### src/design/pin_bridge_consts.svh
`ifndef PIN_BRIDGE_CONSTS_SVH
`define PIN_BRIDGE_CONSTS_SVH

// stream and register widths
`define PB_BYTE_W     8
`define PB_NUM_PORTS  8
`define PB_IDX_W      3

// opcode high nibbles
`define PB_GRP_STROBE   4'h1
`define PB_GRP_PIN_RD   4'h2
`define PB_GRP_PIN_WR   4'h3
`define PB_GRP_REG_WR   4'h4
`define PB_GRP_REG_RD   4'h5
`define PB_GRP_PIN_REL  4'h6

// strobe group low nibbles
`define PB_STROBE_CLK_SET  4'h0
`define PB_STROBE_CLK_CLR  4'h1
`define PB_STROBE_RST_SET  4'h2
`define PB_STROBE_RST_CLR  4'h3

`endif

### src/design/pin_bridge_pkg.sv
`include "pin_bridge_consts.svh"

package pin_bridge_pkg;

  typedef logic [`PB_BYTE_W-1:0]               byte_t;
  typedef logic [`PB_IDX_W-1:0]                port_idx_t;
  typedef logic [`PB_NUM_PORTS-1:0]            port_mask_t;
  typedef logic [`PB_NUM_PORTS*`PB_BYTE_W-1:0] port_array_t; // port 0 in low byte

  typedef enum logic [3:0] {
    GRP_NONE    = 4'h0,
    GRP_STROBE  = `PB_GRP_STROBE,
    GRP_PIN_RD  = `PB_GRP_PIN_RD,
    GRP_PIN_WR  = `PB_GRP_PIN_WR,
    GRP_REG_WR  = `PB_GRP_REG_WR,
    GRP_REG_RD  = `PB_GRP_REG_RD,
    GRP_PIN_REL = `PB_GRP_PIN_REL,
    GRP_UNKNOWN = 4'hf
  } cmd_grp_e;

  typedef enum logic [2:0] {
    IDLE,
    EXEC,
    WAIT_DATA,
    WAIT_RESP,
    DONE
  } seq_state_e;

  typedef struct packed {
    cmd_grp_e  grp;
    port_idx_t idx;
  } cmd_t;

  typedef struct packed {
    logic      wr;   // drive data and enable
    logic      rel;  // clear enable only
    port_idx_t idx;
    byte_t     data;
  } port_wr_t;

  typedef struct packed {
    logic      wr;
    port_idx_t idx;
    byte_t     data;
  } reg_wr_t;

endpackage

### src/design/cmd_receiver.sv
`include "pin_bridge_consts.svh"

module cmd_receiver (
  input  logic                  sys_clk,
  input  logic                  sys_rst_n,
  input  pin_bridge_pkg::byte_t rx_byte,
  input  logic                  rx_valid,
  input  logic                  accept_cmd,
  input  logic                  accept_data,
  output logic                  rx_ready,
  output pin_bridge_pkg::cmd_t  cmd,
  output logic                  cmd_valid,
  output pin_bridge_pkg::byte_t data,
  output logic                  data_valid
);

  pin_bridge_pkg::cmd_t dec_cmd;
  logic                 take;

  assign rx_ready = accept_cmd | accept_data; // open only on request
  assign take     = rx_valid & rx_ready;

  always_comb begin
    dec_cmd.idx = rx_byte[`PB_IDX_W-1:0];
    case (rx_byte[7:4])
      4'h0: begin
        dec_cmd.grp = (rx_byte == '0) ? pin_bridge_pkg::GRP_NONE : pin_bridge_pkg::GRP_UNKNOWN;
      end
      `PB_GRP_STROBE: begin
        dec_cmd.grp = (rx_byte[3:0] <= `PB_STROBE_RST_CLR) ? pin_bridge_pkg::GRP_STROBE
                                                            : pin_bridge_pkg::GRP_UNKNOWN;
      end
      `PB_GRP_PIN_RD, `PB_GRP_PIN_WR, `PB_GRP_REG_WR, `PB_GRP_REG_RD, `PB_GRP_PIN_REL: begin
        // only indices 0..7 are valid
        dec_cmd.grp = rx_byte[3] ? pin_bridge_pkg::GRP_UNKNOWN
                                 : pin_bridge_pkg::cmd_grp_e'(rx_byte[7:4]);
      end
      default: dec_cmd.grp = pin_bridge_pkg::GRP_UNKNOWN;
    endcase
  end

  always_ff @(posedge sys_clk or negedge sys_rst_n) begin
    if (!sys_rst_n) begin
      cmd_valid  <= 1'b0;
      data_valid <= 1'b0;
    end else begin
      cmd_valid  <= take & accept_cmd & (dec_cmd.grp != pin_bridge_pkg::GRP_NONE); // 0x00 dropped
      data_valid <= take & accept_data;
    end
  end

  always_ff @(posedge sys_clk) begin
    if (take && accept_cmd) cmd <= dec_cmd;
    if (take && accept_data) data <= rx_byte;
  end

endmodule

### src/design/cmd_sequencer.sv
`include "pin_bridge_consts.svh"

module cmd_sequencer (
  input  logic                      sys_clk,
  input  logic                      sys_rst_n,
  input  pin_bridge_pkg::cmd_t      cmd,
  input  logic                      cmd_valid,
  input  pin_bridge_pkg::byte_t     data,
  input  logic                      data_valid,
  input  logic                      resp_ready,
  input  pin_bridge_pkg::byte_t     pin_sample,
  input  pin_bridge_pkg::byte_t     reg_value,
  output logic                      accept_cmd,
  output logic                      accept_data,
  output pin_bridge_pkg::port_wr_t  port_wr,
  output pin_bridge_pkg::reg_wr_t   reg_wr,
  output pin_bridge_pkg::port_idx_t rd_idx,
  output logic                      resp_valid,
  output pin_bridge_pkg::byte_t     resp_byte,
  output logic                      target_clk,
  output logic                      target_rst,
  output logic                      busy
);

  pin_bridge_pkg::seq_state_e state;
  pin_bridge_pkg::seq_state_e state_nxt;
  pin_bridge_pkg::cmd_t       cmd_q;
  logic                       is_read;
  logic                       data_take;

  assign is_read   = (cmd_q.grp == pin_bridge_pkg::GRP_PIN_RD) ||
                     (cmd_q.grp == pin_bridge_pkg::GRP_REG_RD);
  assign data_take = (state == pin_bridge_pkg::WAIT_DATA) && data_valid;

  always_comb begin
    state_nxt = state;
    case (state)
      pin_bridge_pkg::IDLE: if (cmd_valid) state_nxt = pin_bridge_pkg::EXEC;
      pin_bridge_pkg::EXEC: begin
        case (cmd_q.grp)
          pin_bridge_pkg::GRP_PIN_WR,
          pin_bridge_pkg::GRP_REG_WR: state_nxt = pin_bridge_pkg::WAIT_DATA;
          pin_bridge_pkg::GRP_PIN_RD,
          pin_bridge_pkg::GRP_REG_RD: begin
            state_nxt = resp_ready ? pin_bridge_pkg::DONE : pin_bridge_pkg::WAIT_RESP;
          end
          default: state_nxt = pin_bridge_pkg::DONE; // strobe, release, unknown
        endcase
      end
      pin_bridge_pkg::WAIT_DATA: if (data_valid) state_nxt = pin_bridge_pkg::DONE;
      pin_bridge_pkg::WAIT_RESP: if (resp_ready) state_nxt = pin_bridge_pkg::DONE;
      pin_bridge_pkg::DONE:      state_nxt = pin_bridge_pkg::IDLE;
      default:                   state_nxt = pin_bridge_pkg::IDLE;
    endcase
  end

  // drop the request in the cycle the captured byte shows up
  assign accept_cmd  = (state == pin_bridge_pkg::IDLE) && !cmd_valid;
  assign accept_data = (state == pin_bridge_pkg::WAIT_DATA) && !data_valid;
  assign busy        = (state != pin_bridge_pkg::IDLE);

  assign rd_idx     = cmd_q.idx;
  assign resp_byte  = (cmd_q.grp == pin_bridge_pkg::GRP_PIN_RD) ? pin_sample : reg_value;
  assign resp_valid = is_read && resp_ready &&
                      ((state == pin_bridge_pkg::EXEC) || (state == pin_bridge_pkg::WAIT_RESP));

  always_comb begin
    port_wr.wr   = data_take && (cmd_q.grp == pin_bridge_pkg::GRP_PIN_WR);
    port_wr.rel  = (state == pin_bridge_pkg::EXEC) && (cmd_q.grp == pin_bridge_pkg::GRP_PIN_REL);
    port_wr.idx  = cmd_q.idx;
    port_wr.data = data;
    reg_wr.wr    = data_take && (cmd_q.grp == pin_bridge_pkg::GRP_REG_WR);
    reg_wr.idx   = cmd_q.idx;
    reg_wr.data  = data;
  end

  always_ff @(posedge sys_clk or negedge sys_rst_n) begin
    if (!sys_rst_n) begin
      state      <= pin_bridge_pkg::IDLE;
      target_clk <= 1'b0;
      target_rst <= 1'b0;
    end else begin
      state <= state_nxt;
      if (state == pin_bridge_pkg::EXEC && cmd_q.grp == pin_bridge_pkg::GRP_STROBE) begin
        case ({1'b0, cmd_q.idx})
          `PB_STROBE_CLK_SET: target_clk <= 1'b1;
          `PB_STROBE_CLK_CLR: target_clk <= 1'b0;
          `PB_STROBE_RST_SET: target_rst <= 1'b1;
          `PB_STROBE_RST_CLR: target_rst <= 1'b0;
          default: ;
        endcase
      end
    end
  end

  always_ff @(posedge sys_clk) begin
    if (state == pin_bridge_pkg::IDLE && cmd_valid) cmd_q <= cmd; // hold for the whole command
  end

  // receiver hands over only what the current state asked for
  a_cmd_in_idle: assert property (@(posedge sys_clk) disable iff (!sys_rst_n)
    cmd_valid |-> state == pin_bridge_pkg::IDLE);
  a_data_in_wait: assert property (@(posedge sys_clk) disable iff (!sys_rst_n)
    data_valid |-> state == pin_bridge_pkg::WAIT_DATA);

endmodule

### src/design/port_bank.sv
`include "pin_bridge_consts.svh"

module port_bank (
  input  logic                        sys_clk,
  input  logic                        sys_rst_n,
  input  pin_bridge_pkg::port_wr_t    port_wr,
  input  pin_bridge_pkg::port_array_t in_ports,
  input  pin_bridge_pkg::port_idx_t   rd_idx,
  output pin_bridge_pkg::port_array_t out_ports,
  output pin_bridge_pkg::port_mask_t  out_oe,
  output pin_bridge_pkg::byte_t       pin_sample
);

  pin_bridge_pkg::port_array_t in_sync;

  always_ff @(posedge sys_clk or negedge sys_rst_n) begin
    if (!sys_rst_n) begin
      out_ports <= '0;
      out_oe    <= '0;
    end else begin
      if (port_wr.wr) begin
        out_ports[port_wr.idx*`PB_BYTE_W +: `PB_BYTE_W] <= port_wr.data;
        out_oe[port_wr.idx] <= 1'b1;
      end else if (port_wr.rel) begin
        out_oe[port_wr.idx] <= 1'b0; // data stays on the register
      end
    end
  end

  // single capture stage on the async inputs
  always_ff @(posedge sys_clk) begin
    in_sync <= in_ports;
  end

  assign pin_sample = in_sync[rd_idx*`PB_BYTE_W +: `PB_BYTE_W];

endmodule

### src/design/user_reg_file.sv
`include "pin_bridge_consts.svh"

module user_reg_file (
  input  logic                      sys_clk,
  input  logic                      sys_rst_n,
  input  pin_bridge_pkg::reg_wr_t   reg_wr,
  input  pin_bridge_pkg::port_idx_t rd_idx,
  output pin_bridge_pkg::byte_t     reg_value
);

  pin_bridge_pkg::byte_t regs [`PB_NUM_PORTS];

  always_ff @(posedge sys_clk or negedge sys_rst_n) begin
    if (!sys_rst_n) begin
      for (int i = 0; i < `PB_NUM_PORTS; i++) begin
        regs[i] <= '0;
      end
    end else if (reg_wr.wr) begin
      regs[reg_wr.idx] <= reg_wr.data;
    end
  end

  assign reg_value = regs[rd_idx]; // comb read back

endmodule

### src/design/resp_buffer.sv
module resp_buffer (
  input  logic                  sys_clk,
  input  logic                  sys_rst_n,
  input  logic                  resp_valid,
  input  pin_bridge_pkg::byte_t resp_byte,
  input  logic                  tx_ready,
  output logic                  resp_ready,
  output pin_bridge_pkg::byte_t tx_byte,
  output logic                  tx_valid
);

  logic full;

  assign resp_ready = !full; // accepts only when empty
  assign tx_valid   = full;

  always_ff @(posedge sys_clk or negedge sys_rst_n) begin
    if (!sys_rst_n) begin
      full <= 1'b0;
    end else if (resp_valid && !full) begin
      full <= 1'b1;
    end else if (full && tx_ready) begin
      full <= 1'b0;
    end
  end

  always_ff @(posedge sys_clk) begin
    if (resp_valid && !full) tx_byte <= resp_byte;
  end

  // a push into a full entry would lose a byte
  a_no_overrun: assert property (@(posedge sys_clk) disable iff (!sys_rst_n)
    resp_valid |-> !full);

endmodule

### src/design/pin_bridge_top.sv
module pin_bridge_top (
  input  logic                        sys_clk,
  input  logic                        sys_rst_n,
  input  pin_bridge_pkg::byte_t       rx_byte,
  input  logic                        rx_valid,
  output logic                        rx_ready,
  output pin_bridge_pkg::byte_t       tx_byte,
  output logic                        tx_valid,
  input  logic                        tx_ready,
  input  pin_bridge_pkg::port_array_t in_ports,
  output pin_bridge_pkg::port_array_t out_ports,
  output pin_bridge_pkg::port_mask_t  out_oe,
  output logic                        target_clk,
  output logic                        target_rst,
  output logic                        busy
);

  pin_bridge_pkg::cmd_t      cmd;
  logic                      cmd_valid;
  pin_bridge_pkg::byte_t     data;
  logic                      data_valid;
  logic                      accept_cmd;
  logic                      accept_data;
  pin_bridge_pkg::port_wr_t  port_wr;
  pin_bridge_pkg::reg_wr_t   reg_wr;
  pin_bridge_pkg::port_idx_t rd_idx;
  logic                      resp_valid;
  pin_bridge_pkg::byte_t     resp_byte;
  logic                      resp_ready;
  pin_bridge_pkg::byte_t     pin_sample;
  pin_bridge_pkg::byte_t     reg_value;

  cmd_receiver u_rx (
    .sys_clk, .sys_rst_n, .rx_byte, .rx_valid, .accept_cmd, .accept_data,
    .rx_ready, .cmd, .cmd_valid, .data, .data_valid
  );

  cmd_sequencer u_seq (
    .sys_clk, .sys_rst_n, .cmd, .cmd_valid, .data, .data_valid, .resp_ready,
    .pin_sample, .reg_value, .accept_cmd, .accept_data, .port_wr, .reg_wr,
    .rd_idx, .resp_valid, .resp_byte, .target_clk, .target_rst, .busy
  );

  port_bank u_ports (
    .sys_clk, .sys_rst_n, .port_wr, .in_ports, .rd_idx,
    .out_ports, .out_oe, .pin_sample
  );

  user_reg_file u_regs (
    .sys_clk, .sys_rst_n, .reg_wr, .rd_idx, .reg_value
  );

  resp_buffer u_resp (
    .sys_clk, .sys_rst_n, .resp_valid, .resp_byte, .tx_ready,
    .resp_ready, .tx_byte, .tx_valid
  );

endmodule

### config.mk
export PLATFORM = sky130hd
export DESIGN_NAME = pin_bridge_top
export DESIGN_NICKNAME = d
export VERILOG_FILES = /design/src/design/pin_bridge_pkg.sv /design/src/design/cmd_receiver.sv /design/src/design/cmd_sequencer.sv /design/src/design/port_bank.sv /design/src/design/user_reg_file.sv /design/src/design/resp_buffer.sv /design/src/design/pin_bridge_top.sv
export VERILOG_INCLUDE_DIRS = /design/src /design/src/design
export SDC_FILE = /design/constraint.sdc
export NUM_CORES = 1
export LEC_CHECK = 0
export BUFFER_PORTS_ARGS = -buffer_cell sky130_fd_sc_hd__buf_2
export CORE_ASPECT_RATIO = 0.9
export CORE_MARGIN = 10
export CORE_UTILIZATION = 40
export CTS_BUF_LIST = sky130_fd_sc_hd__clkbuf_16
export DETAILED_ROUTE_END_ITERATION = 7
export GPL_TIMING_DRIVEN = 1
export PLACE_DENSITY = 0.7
export SETUP_SLACK_MARGIN = 0.5
export SYNTH_ARGS = -nofsm -noshare
export SYNTH_HDL_FRONTEND = slang
export SYNTH_SLANG_ARGS = --single-unit
### constraint.sdc
create_clock -name sys_clk -period 4 [get_ports sys_clk]
set_input_delay 0 -clock sys_clk [delete_from_list [all_inputs] [get_ports sys_clk]]
set_output_delay 0 -clock sys_clk [all_outputs]
set_load 0.05 [all_outputs]
==> results of run 1 <==
routing by layer:
layer	share of wire	vias to the layer above	global-route usage
li1	-	2926	-
met1	0.42	3303	0.211
met2	0.49	226	0.279
met3	0.065	44	0.0389
met4	0.020	0	0.0525
met5	0	-	0
report_power, final:
part	total [µW]	leakage, µW	internal, µW	switching, µW
combinational	1120	0.00254	376	740
sequential	2670	0.00282	2580	98.4
clock	2150	0.000404	1250	906
what timing repair did:
action                     in CTS  in global routing
setup endpoints to repair       0                  0
hold endpoints to repair      149                  0
hold buffers                   74                  0
logic make-up after synthesis:
group	share of synthesized area
fa+ha+maj	0.00540
mux	0.202
flops	0.624
simple gates	0.0763
buf+inv	0.0167
compound gates	0.0752
worst min path at each step:
stage	end	slack, ns	cells past startpoint
finish	u_rx.data_valid$_DFF_PN0_	0.03	2
global route	u_rx.data_valid$_DFF_PN0_	0.05	2
detailed placement	u_regs.regs[52]$_DFFE_PN0P_	0.07	1
floorplan	async pin	-0.30	0
global placement	u_regs.regs[32]$_DFFE_PN0P_	0.07	1
CTS	u_rx.data_valid$_DFF_PN0_	0.01	2
state kept, by name (all words and copies together) (netlist names), 3 cells and up, named ones only:
register and cells:
u_resp.tx_byte 8, u_regs.regs 64, u_seq.state 3, u_seq.cmd_q 4
u_ports.in_sync 64, u_rx.cmd 7, u_seq.rd_idx 3, u_ports.out_ports 64
u_rx.data 8
final cells by class:
cell class,instances,area [µm²],area share
Inverter,9,33.8,0.00284
Multi-Input combinational cell,383,3330,0.280
Sequential cell,238,5790,0.486
Timing Repair Buffer,245,1630,0.137
Antenna cell,3,7.51,0.000630
Clock inverter,19,126,0.0106
Clock buffer,25,626,0.0525
Tap cell,297,372,0.0312
placed cells by master (no fill, tap or decap), types with 6 or more instances in the layout:
cell / n
buf_2: 159
a221oi_1: 21
clkbuf_16: 25
dfrtp_1: 144
nor2_1: 24
inv_1: 17
buf_4: 11
o21ai_0: 21
nand2_1: 26
o211ai_1: 6
mux2_2: 137
edfxtp_1: 30
clkinv_1: 6
nand3_1: 10
dfxtp_1: 64
nor2b_1: 6
mux2_4: 8
a21oi_1: 13
and2_1: 19
dlygate4sd3_1: 74
a22oi_1: 9
mux2i_1: 11
through the flow:
step	util	cell area, µm²
final	0.526	11900
after global routing	0.526	11900
after CTS	0.526	11900
after detailed placement	0.460	10400
after global placement	0.460	10400
after floorplan	-	9270
worst max-delay path: cells and delay by family, from the launching register on:
kind / cells / cell delay, ns
buffers and inverters: 1 / 0.27
adders and majority gates: 2 / 0.56
DFF: 1 / 0.36
and+or+nand+nor: 3 / 1.18
muxes: 1 / 0.40
==> impl_metrics.ini, run 1 <==
[placed_design]
dp_cells = 1098
dp_hpwl_um = 17100
post-place-ws_ns = 1.15
place.gp.congestion = 0.791
numPortBuffers = 160

[sta]
fin_ws_ns = 1.10
skew_ns = 0.0211
finalSetupTns_ns = 0
rsz0062_at_grt = no
hold_violations = 0
slew_headroom = 0.227
min_period_ns = 2.90
setup_viol = 0
whs_ns = 0.0337
clock.fmax_mhz = 345
fin_crit_sh = 0.724
slew_violations = 0
tightestPinTransition_ns = 1.16

[clock_network]
cts_buffer_depth = 3
ctsHtreeMaxLevel = 1
cts_setup_buffers = 0
clock-root-buffer = clkbuf_16
cts_tree = built
cts_buffers = 24
cts.sinks = 238
cts.reportedPaths.clkPinSlew_ns = 0.06
insertion_delay_ns = 0.52
cts_resized = 0

[detailed_routing]
drt_iter0_markers = 495
drc = 0
vias = 6499
ant_nets = 0
drtPass1Iterations = 7
avgRoutedWirePerCell_um = 21.2
routed_wl_um = 25800
via_per_inst = 5.33

[synthesis]
synth_fp_nets = 740
syn_area_um2 = 9270
synth_top_area_cell = dfrtp_1
synth_common_cells = dfrtp_1, mux2_2, dfxtp_1
yosys-top-cells-area = dfrtp_1, mux2_2, dfxtp_1
synth_most_common_cell = dfrtp_1
syn_area_per_cell_um2 = 14.0
synth-edff-count = 30
ys_seq_area_frac = 0.624
ys.flop_type = dfrtp_1
synth_seq_cells = 238
yosysWarnings = 0
synthCells = 660
ys_types = 61
postSynth.asyncResetShare = 0.605
synth.top_cell.area_share = 0.389

[pwr]
p_leak_uw = 0.00576
irDropWorstVdd_mv = 0.504
power_density_nw_per_um2 = 499
finalPower_uw = 5950

[grt]
antenna_found_initial = 3
grt_pass1_wl_um = 39700
grt_usage = 0.167
grt_max_degree = 71
grt_remaining_overflow = 0
grt_pass1_vias = 6736

[setup_path]
path_cells = clkinv_1 > ha_1 > ha_1 > nor2_1 > nand2_1 > nor4b_4 > mux2_2
slowest_stage = nor4b_4
arrival_ns = 3.29
r2r_end = u_ports.out_ports[48]$_DFFE_PN0P_
required_ns = 4.39
crit_type = reg -> reg
worst_setup_path_end_kind = flip-flop
max_stage_delay_ns = 0.54
crit_start = u_seq.rd_idx[0]$_DFFE_PP_
critPathMaxFanout = 9
worstSetupStartpointType = flip-flop
crit_path_frequent_cell = ha_1
worst-r2r-cell-count = 7
reg2reg_setup_slack_ns = 1.10
timing.rr.start = u_seq.rd_idx[0]$_DFFE_PP_
crit_path_end = u_ports.out_ports[48]$_DFFE_PN0P_

[worst_hold_path]
hp-class = in -> reg
min_from = rx_valid

[final_layout]
drive_above_1_share = 0.391
nNetsFinal = 981
fillers = 1908
instances_no_fill = 1219
areaGrowthSynthToFinish_pct = 28.6

[floorplanning]
die_h_um = 164
std_cell_rows = 52
design.core.area_um2 = 22600
io_pins = 161
die_area_um2 = 29700
start_util = 0.409
die_w_um = 180

[status]
status = completed

[job]
cap_violations = 0
(Power assumes the default switching activity.)
==> run 2, diff against run 1 <==
clock period = 2.93 ns   (was 4 ns; I/O delays follow)
==> run 2 against run 1 <==
Compared with the run above: routed wire length down 0.69%; global-route usage up 0.26 points; sequential power up 37%; setup slack worse by 0.60 ns; critical endpoint is now u_regs.regs[20]$_DFFE_PN0P_; largest power group unchanged.
==> impl_metrics.ini, run 2 (synthesized netlist as in run 1, its figures left out) <==
[setup_path]
arrival_ns = 2.82
required_ns = 3.32
worst_setup_path_end_kind = flip-flop
r2r_end = u_regs.regs[20]$_DFFE_PN0P_
crit_type = reg -> reg
reg2reg_setup_slack_ns = 0.50
worst-r2r-cell-count = 4
critPathMaxFanout = 8
crit_start = u_seq.cmd_q[3]$_DFFE_PP_
worstSetupStartpointType = flip-flop
timing.rr.start = u_seq.cmd_q[3]$_DFFE_PP_

[final_layout]
instances_no_fill = 1237
nNetsFinal = 999
areaGrowthSynthToFinish_pct = 30.9
largestRegisters = u_ports.in_sync: 64 flops, u_ports.out_ports: 64 flops, u_regs.regs: 64 flops
layout_commonest_cell = buf_2
fillers = 1867
fin_area_um2 = 12100
drive_above_1_share = 0.412
final_cell_mix = buf_2, dfrtp_1, mux2_2, dlygate4sd3_1, dfxtp_1

[job]
cap_violations = 0

[detailed_routing]
drt_iter0_markers = 437
avgRoutedWirePerCell_um = 20.8
drtPass1Iterations = 5
ant_nets = 0
routed_wl_um = 25700
drc = 0
vias = 6482
via_per_inst = 5.24

[grt]
grt_pass1_wl_um = 40200
antenna_found_initial = 2
grt_remaining_overflow = 0
grt_max_degree = 81
grt_pass1_vias = 6935
grt_usage = 0.169

[sta]
hold_violations = 0
clock.fmax_mhz = 412
min_period_ns = 2.43
slew_headroom = 0.452
skew_ns = 0.00725
slew_violations = 0
finalSetupTns_ns = 0
rsz0062_at_grt = yes
tightestPinTransition_ns = 0.819
setup_viol = 0
whs_ns = 0.0269
fin_crit_sh = 0.829

[clock_network]
ctsHtreeMaxLevel = 1
cts_buffers = 25
cts.reportedPaths.clkPinSlew_ns = 0.06
cts_buffer_depth = 3
clock-root-buffer = clkbuf_16
insertion_delay_ns = 0.51
cts_tree = built
cts.sinks = 238

[placed_design]
place.gp.congestion = 0.803
numPortBuffers = 160
dp_hpwl_um = 17400
place_area_um2 = 10600
dp_cells = 1110

[floorplanning]
die_w_um = 180
die_area_um2 = 29700
die_h_um = 164
std_cell_rows = 52
start_util = 0.409
design.core.area_um2 = 22600
io_pins = 161

[pwr]
p_sw_uw = 2430
power_density_nw_per_um2 = 677
p_leak_uw = 0.00586
internal_power_uw = 5790
netSwitchingFraction = 0.295
seqPwrFrac = 0.446
clockPowerShare = 0.358
combPwrFrac = 0.196
irDropWorstVdd_mv = 0.469

[worst_hold_path]
hold_end = u_rx.data_valid$_DFF_PN0_
min_path_cells = 2
hp-class = in -> reg
min_from = rx_valid

[status]
status = completed
==> run 2: cell count changes in the layout (fill, tap and decap cells not counted), sizes merged <==
cell	change
buf	+17
inv	-1
clkbuf	+1
bufinv	-1
clkinv	+2
==> run 2: worst max-delay path by stage <==
stage / endpoint / slack [ns] / depth (start not counted)
floorplan: u_ports.out_ports[10]$_DFFE_PN0P_ / 0.55 / 7
global placement: u_ports.out_ports[54]$_DFFE_PN0P_ / 0.53 / 7
detailed placement: u_ports.out_ports[51]$_DFFE_PN0P_ / 0.44 / 7
CTS: u_regs.regs[35]$_DFFE_PN0P_ / 0.49 / 4
global route: u_regs.regs[4]$_DFFE_PN0P_ / 0.36 / 4
finish: u_regs.regs[20]$_DFFE_PN0P_ / 0.50 / 4
==> run 2: timing repair <==
action,in CTS,in global routing
endpoints found under the hold margin,160,0
pin swaps,2,3
setup endpoints to repair,22,91
hold buffers,74,0
buffers inserted,2,3
resized for setup,0,3
gates cloned,0,0
==> run 2: power by group through the flow <==
stage          combinational, µW  clock [µW]  sequential (µW)
2_1_floorplan                936           0             3710
3_3_place_gp                1500           0             3720
3_5_place_dp                1510           0             3720
4_1_cts                     1600        3030             3660
5_1_grt                     1720        3160             3680
6_report                    1610        2950             3660
==> run 2: routing by layer <==
| metal | vias up | track usage | share of wire |
|---|---|---|---|
| li1 | 2947 | - | - |
| met1 | 3269 | 0.216 | 0.43 |
| met2 | 232 | 0.285 | 0.49 |
| met3 | 34 | 0.0392 | 0.070 |
| met4 | 0 | 0.0439 | 0.017 |
| met5 | - | 0 | 0 |
==> run 2: final cells by class <==
| class | instances | area [µm²] | area share |
|---|---|---|---|
| Timing Repair Buffer | 262 | 1810 | 0.149 |
| Antenna cell | 3 | 7.51 | 0.000619 |
| Inverter | 9 | 36.3 | 0.00299 |
| Sequential cell | 238 | 5790 | 0.477 |
| Tap cell | 297 | 372 | 0.0306 |
| Clock inverter | 19 | 115 | 0.00949 |
| Multi-Input combinational cell | 383 | 3360 | 0.277 |
| Clock buffer | 26 | 651 | 0.0536 |
==> run 2: stage by stage <==
step                      power (µW)  setup WS [ns]   util
final                           8220          0.502  0.536
after global routing            8560          0.361  0.536
after CTS                       8290          0.492  0.533
after detailed placement        5240          0.438  0.466
after global placement          5210          0.525  0.466
after floorplan                 4640          0.547      -
==> run 2: worst max-delay path, stage by stage (launching register included) <==
cell and delay [ns]:
edfxtp_1 0.49, or4b_1 0.59, nor2_2 0.37, nand3_1 0.45, mux2_2 0.42
==> run 3, diff against run 2 <==
ABC_AREA = 1   (was not set)
PLACE_DENSITY = 0.72   (was 0.7)
clock period = 2 ns   (was 2.93 ns; I/O delays follow)
==> run 3 against run 2 <==
Compared with the run above: clock skew is 0.019 ns higher; total power is 61% higher; fmax is 30% higher; global-route usage is 2.2 points higher; critical path depth is 5 higher; critical path type unchanged.
==> impl_metrics.ini, run 3 <==
[status]
status = completed

[synthesis]
synth_seq_cells = 238
synth_common_cells = nand2_1, dfrtp_1, o21ai_0
ys_types = 34
ys_seq_area_frac = 0.608
synth_top_area_cell = dfrtp_1
syn_area_per_cell_um2 = 9.10
postSynth.asyncResetShare = 0.605
yosys-top-cells-area = dfrtp_1, nand2_1, dfxtp_1
synthCells = 1045
synth_fp_nets = 1125
ys.flop_type = dfrtp_1
synth.top_cell.area_share = 0.379
yosysWarnings = 0
synth-edff-count = 30
synth_most_common_cell = nand2_1
syn_area_um2 = 9510

[placed_design]
dp_hpwl_um = 17900
place.gp.congestion = 0.835
place_area_um2 = 10800
numPortBuffers = 160

[setup_path]
worstSetupStartpointType = flip-flop
max_stage_delay_ns = 0.42
worst-r2r-cell-count = 9
crit_path_end = u_ports.out_ports[25]$_DFFE_PN0P_
slowest_stage = edfxtp_1
crit_path_frequent_cell = ha_4
path_cells = inv_2 > ha_4 > ha_4 > clkinvlp_4 > buf_6 > nor2_4 > nand2_4 > nand2_2 > o21ai_1
timing.rr.start = u_seq.rd_idx[0]$_DFFE_PP_
arrival_ns = 2.29
crit_type = reg -> reg
reg2reg_setup_slack_ns = 0.13
required_ns = 2.42
worst_setup_path_end_kind = flip-flop
r2r_end = u_ports.out_ports[25]$_DFFE_PN0P_
critPathMaxFanout = 8
crit_start = u_seq.rd_idx[0]$_DFFE_PP_

[sta]
fin_crit_sh = 0.934
hold_violations = 0
skew_ns = 0.0259
setup_viol = 0
slew_headroom = 0.586
slew_violations = 0
rsz0062_at_grt = yes
clock.fmax_mhz = 535
min_period_ns = 1.87
tightestPinTransition_ns = 0.621
whs_ns = 0.0231

[floorplanning]
die_area_um2 = 30400
design.core.area_um2 = 23400
start_util = 0.406
die_w_um = 183
die_h_um = 166
std_cell_rows = 53
io_pins = 161

[clock_network]
cts.reportedPaths.clkPinSlew_ns = 0.06
ctsHtreeMaxLevel = 1
clock-root-buffer = clkbuf_16
cts.sinks = 238
cts_buffer_depth = 3
insertion_delay_ns = 0.54
cts_buffers = 26
cts_tree = built

[final_layout]
final_cell_mix = nand2_1, buf_2, dfrtp_1, o21ai_1, dlygate4sd3_1
nNetsFinal = 1443
largestRegisters = u_ports.in_sync: 64 flops, u_ports.out_ports: 64 flops, u_regs.regs: 64 flops
areaGrowthSynthToFinish_pct = 48.7
fin_area_um2 = 14100
drive_above_1_share = 0.357
layout_commonest_cell = nand2_1
antenna_cells = 0

[job]
cap_violations = 0

[detailed_routing]
drtPass1Iterations = 5
avgRoutedWirePerCell_um = 19.1
via_per_inst = 5.21
routed_wl_um = 32200
ant_nets = 0
drt_iter0_markers = 662
vias = 8784
drc = 0

[grt]
antenna_found_initial = 0
grt_usage = 0.191
grt_pass1_vias = 8432
grt_pass1_wl_um = 47000
grt_max_degree = 67
grt_remaining_overflow = 0

[pwr]
power_density_nw_per_um2 = 937
finalPower_uw = 13300
p_leak_uw = 0.00678
irDropWorstVdd_mv = 1.07

[worst_hold_path]
hp-class = in -> async
-- run 3: changes by cell type after synthesis, moves of 11 or more --
cell      change
mux2_2      -137
mux2i_1      -11
clkbuf_1     -16
o21ai_1      +51
buf_2        +23
o21ai_0      +90
nand2_1     +347
a221oi_1     -21
a21oi_1      +20
and2_1       -14
nand3_1      +39
inv_1        +39
-- run 3: worst min path at each step --
stage / startpoint / endpoint / slack (ns)
after floorplan: sys_rst_n / async pin / -0.30
after global placement: sys_rst_n / u_ports.out_ports[51]$_DFFE_PN0P_ / 0.02
after detailed placement: sys_rst_n / u_ports.out_ports[51]$_DFFE_PN0P_ / 0.02
after CTS: sys_rst_n / u_ports.out_ports[21]$_DFFE_PN0P_ / 0.03
after global routing: sys_rst_n / u_ports.out_ports[51]$_DFFE_PN0P_ / 0.06
final: sys_rst_n / u_ports.out_ports[45]$_DFFE_PN0P_ / 0.02
-- run 3: routing by layer --
layer  routed length (µm)  GRT usage  vias up
li1                     -          -     4091
met2                15500      0.311      367
met3                 2370     0.0364       84
met4                 1160     0.0643        0
met1                13200      0.249     4242
met5                    0          0        -
-- run 3: power by group --
group | switching (µW) | internal (µW)
combinational | 1750 | 1120
clock | 2010 | 3160
sequential | 109 | 5110
-- run 3: cell type report --
cell class	instances	area [µm²]
clock buffer	26	651
clock inverter	22	278
fill	1778	9270
inverter	55	259
multi-input combinational	722	4190
sequential	238	5790
tap	302	378
timing repair buffer	319	2590
timing repair inverter	1	11.3
-- run 3: worst max-delay path: cells and delay by family, from the launching register on --
family | cells | cell delay (ns)
compound gates | 1 | 0.07
fa+ha+maj | 2 | 0.46
buf+inv | 3 | 0.42
flops | 1 | 0.42
simple gates | 3 | 0.37
-- run 3: repair_timing --
action | CTS | global route
cloned | 12 | 6
setup endpoints to repair | 153 | 166
pin swaps | 27 | 54
setup buffers | 37 | 13
hold endpoints to repair | 241 | 0
gates resized for setup | 120 | 173
hold buffers | 75 | 0
-- run 3: logic make-up after synthesis --
| logic type | share of synthesized area |
|---|---|
| AOI/OAI and AO/OA | 0.106 |
| adders and majority gates | 0.00526 |
| and+or+nand+nor | 0.233 |
| buffers and inverters | 0.0470 |
| DFF | 0.608 |
-- run 3: stage by stage --
step	util	std cells	setup TNS, ns	setup WS, ns
6_report	0.604	1685	0	0.132
5_1_grt	0.604	1685	0	0.0836
4_1_cts	0.573	1666	0	0.228
3_5_place_dp	0.461	1494	0	0.0744
3_3_place_gp	0.461	1494	0	0.123
2_1_floorplan	-	1045	-8.19	-0.286
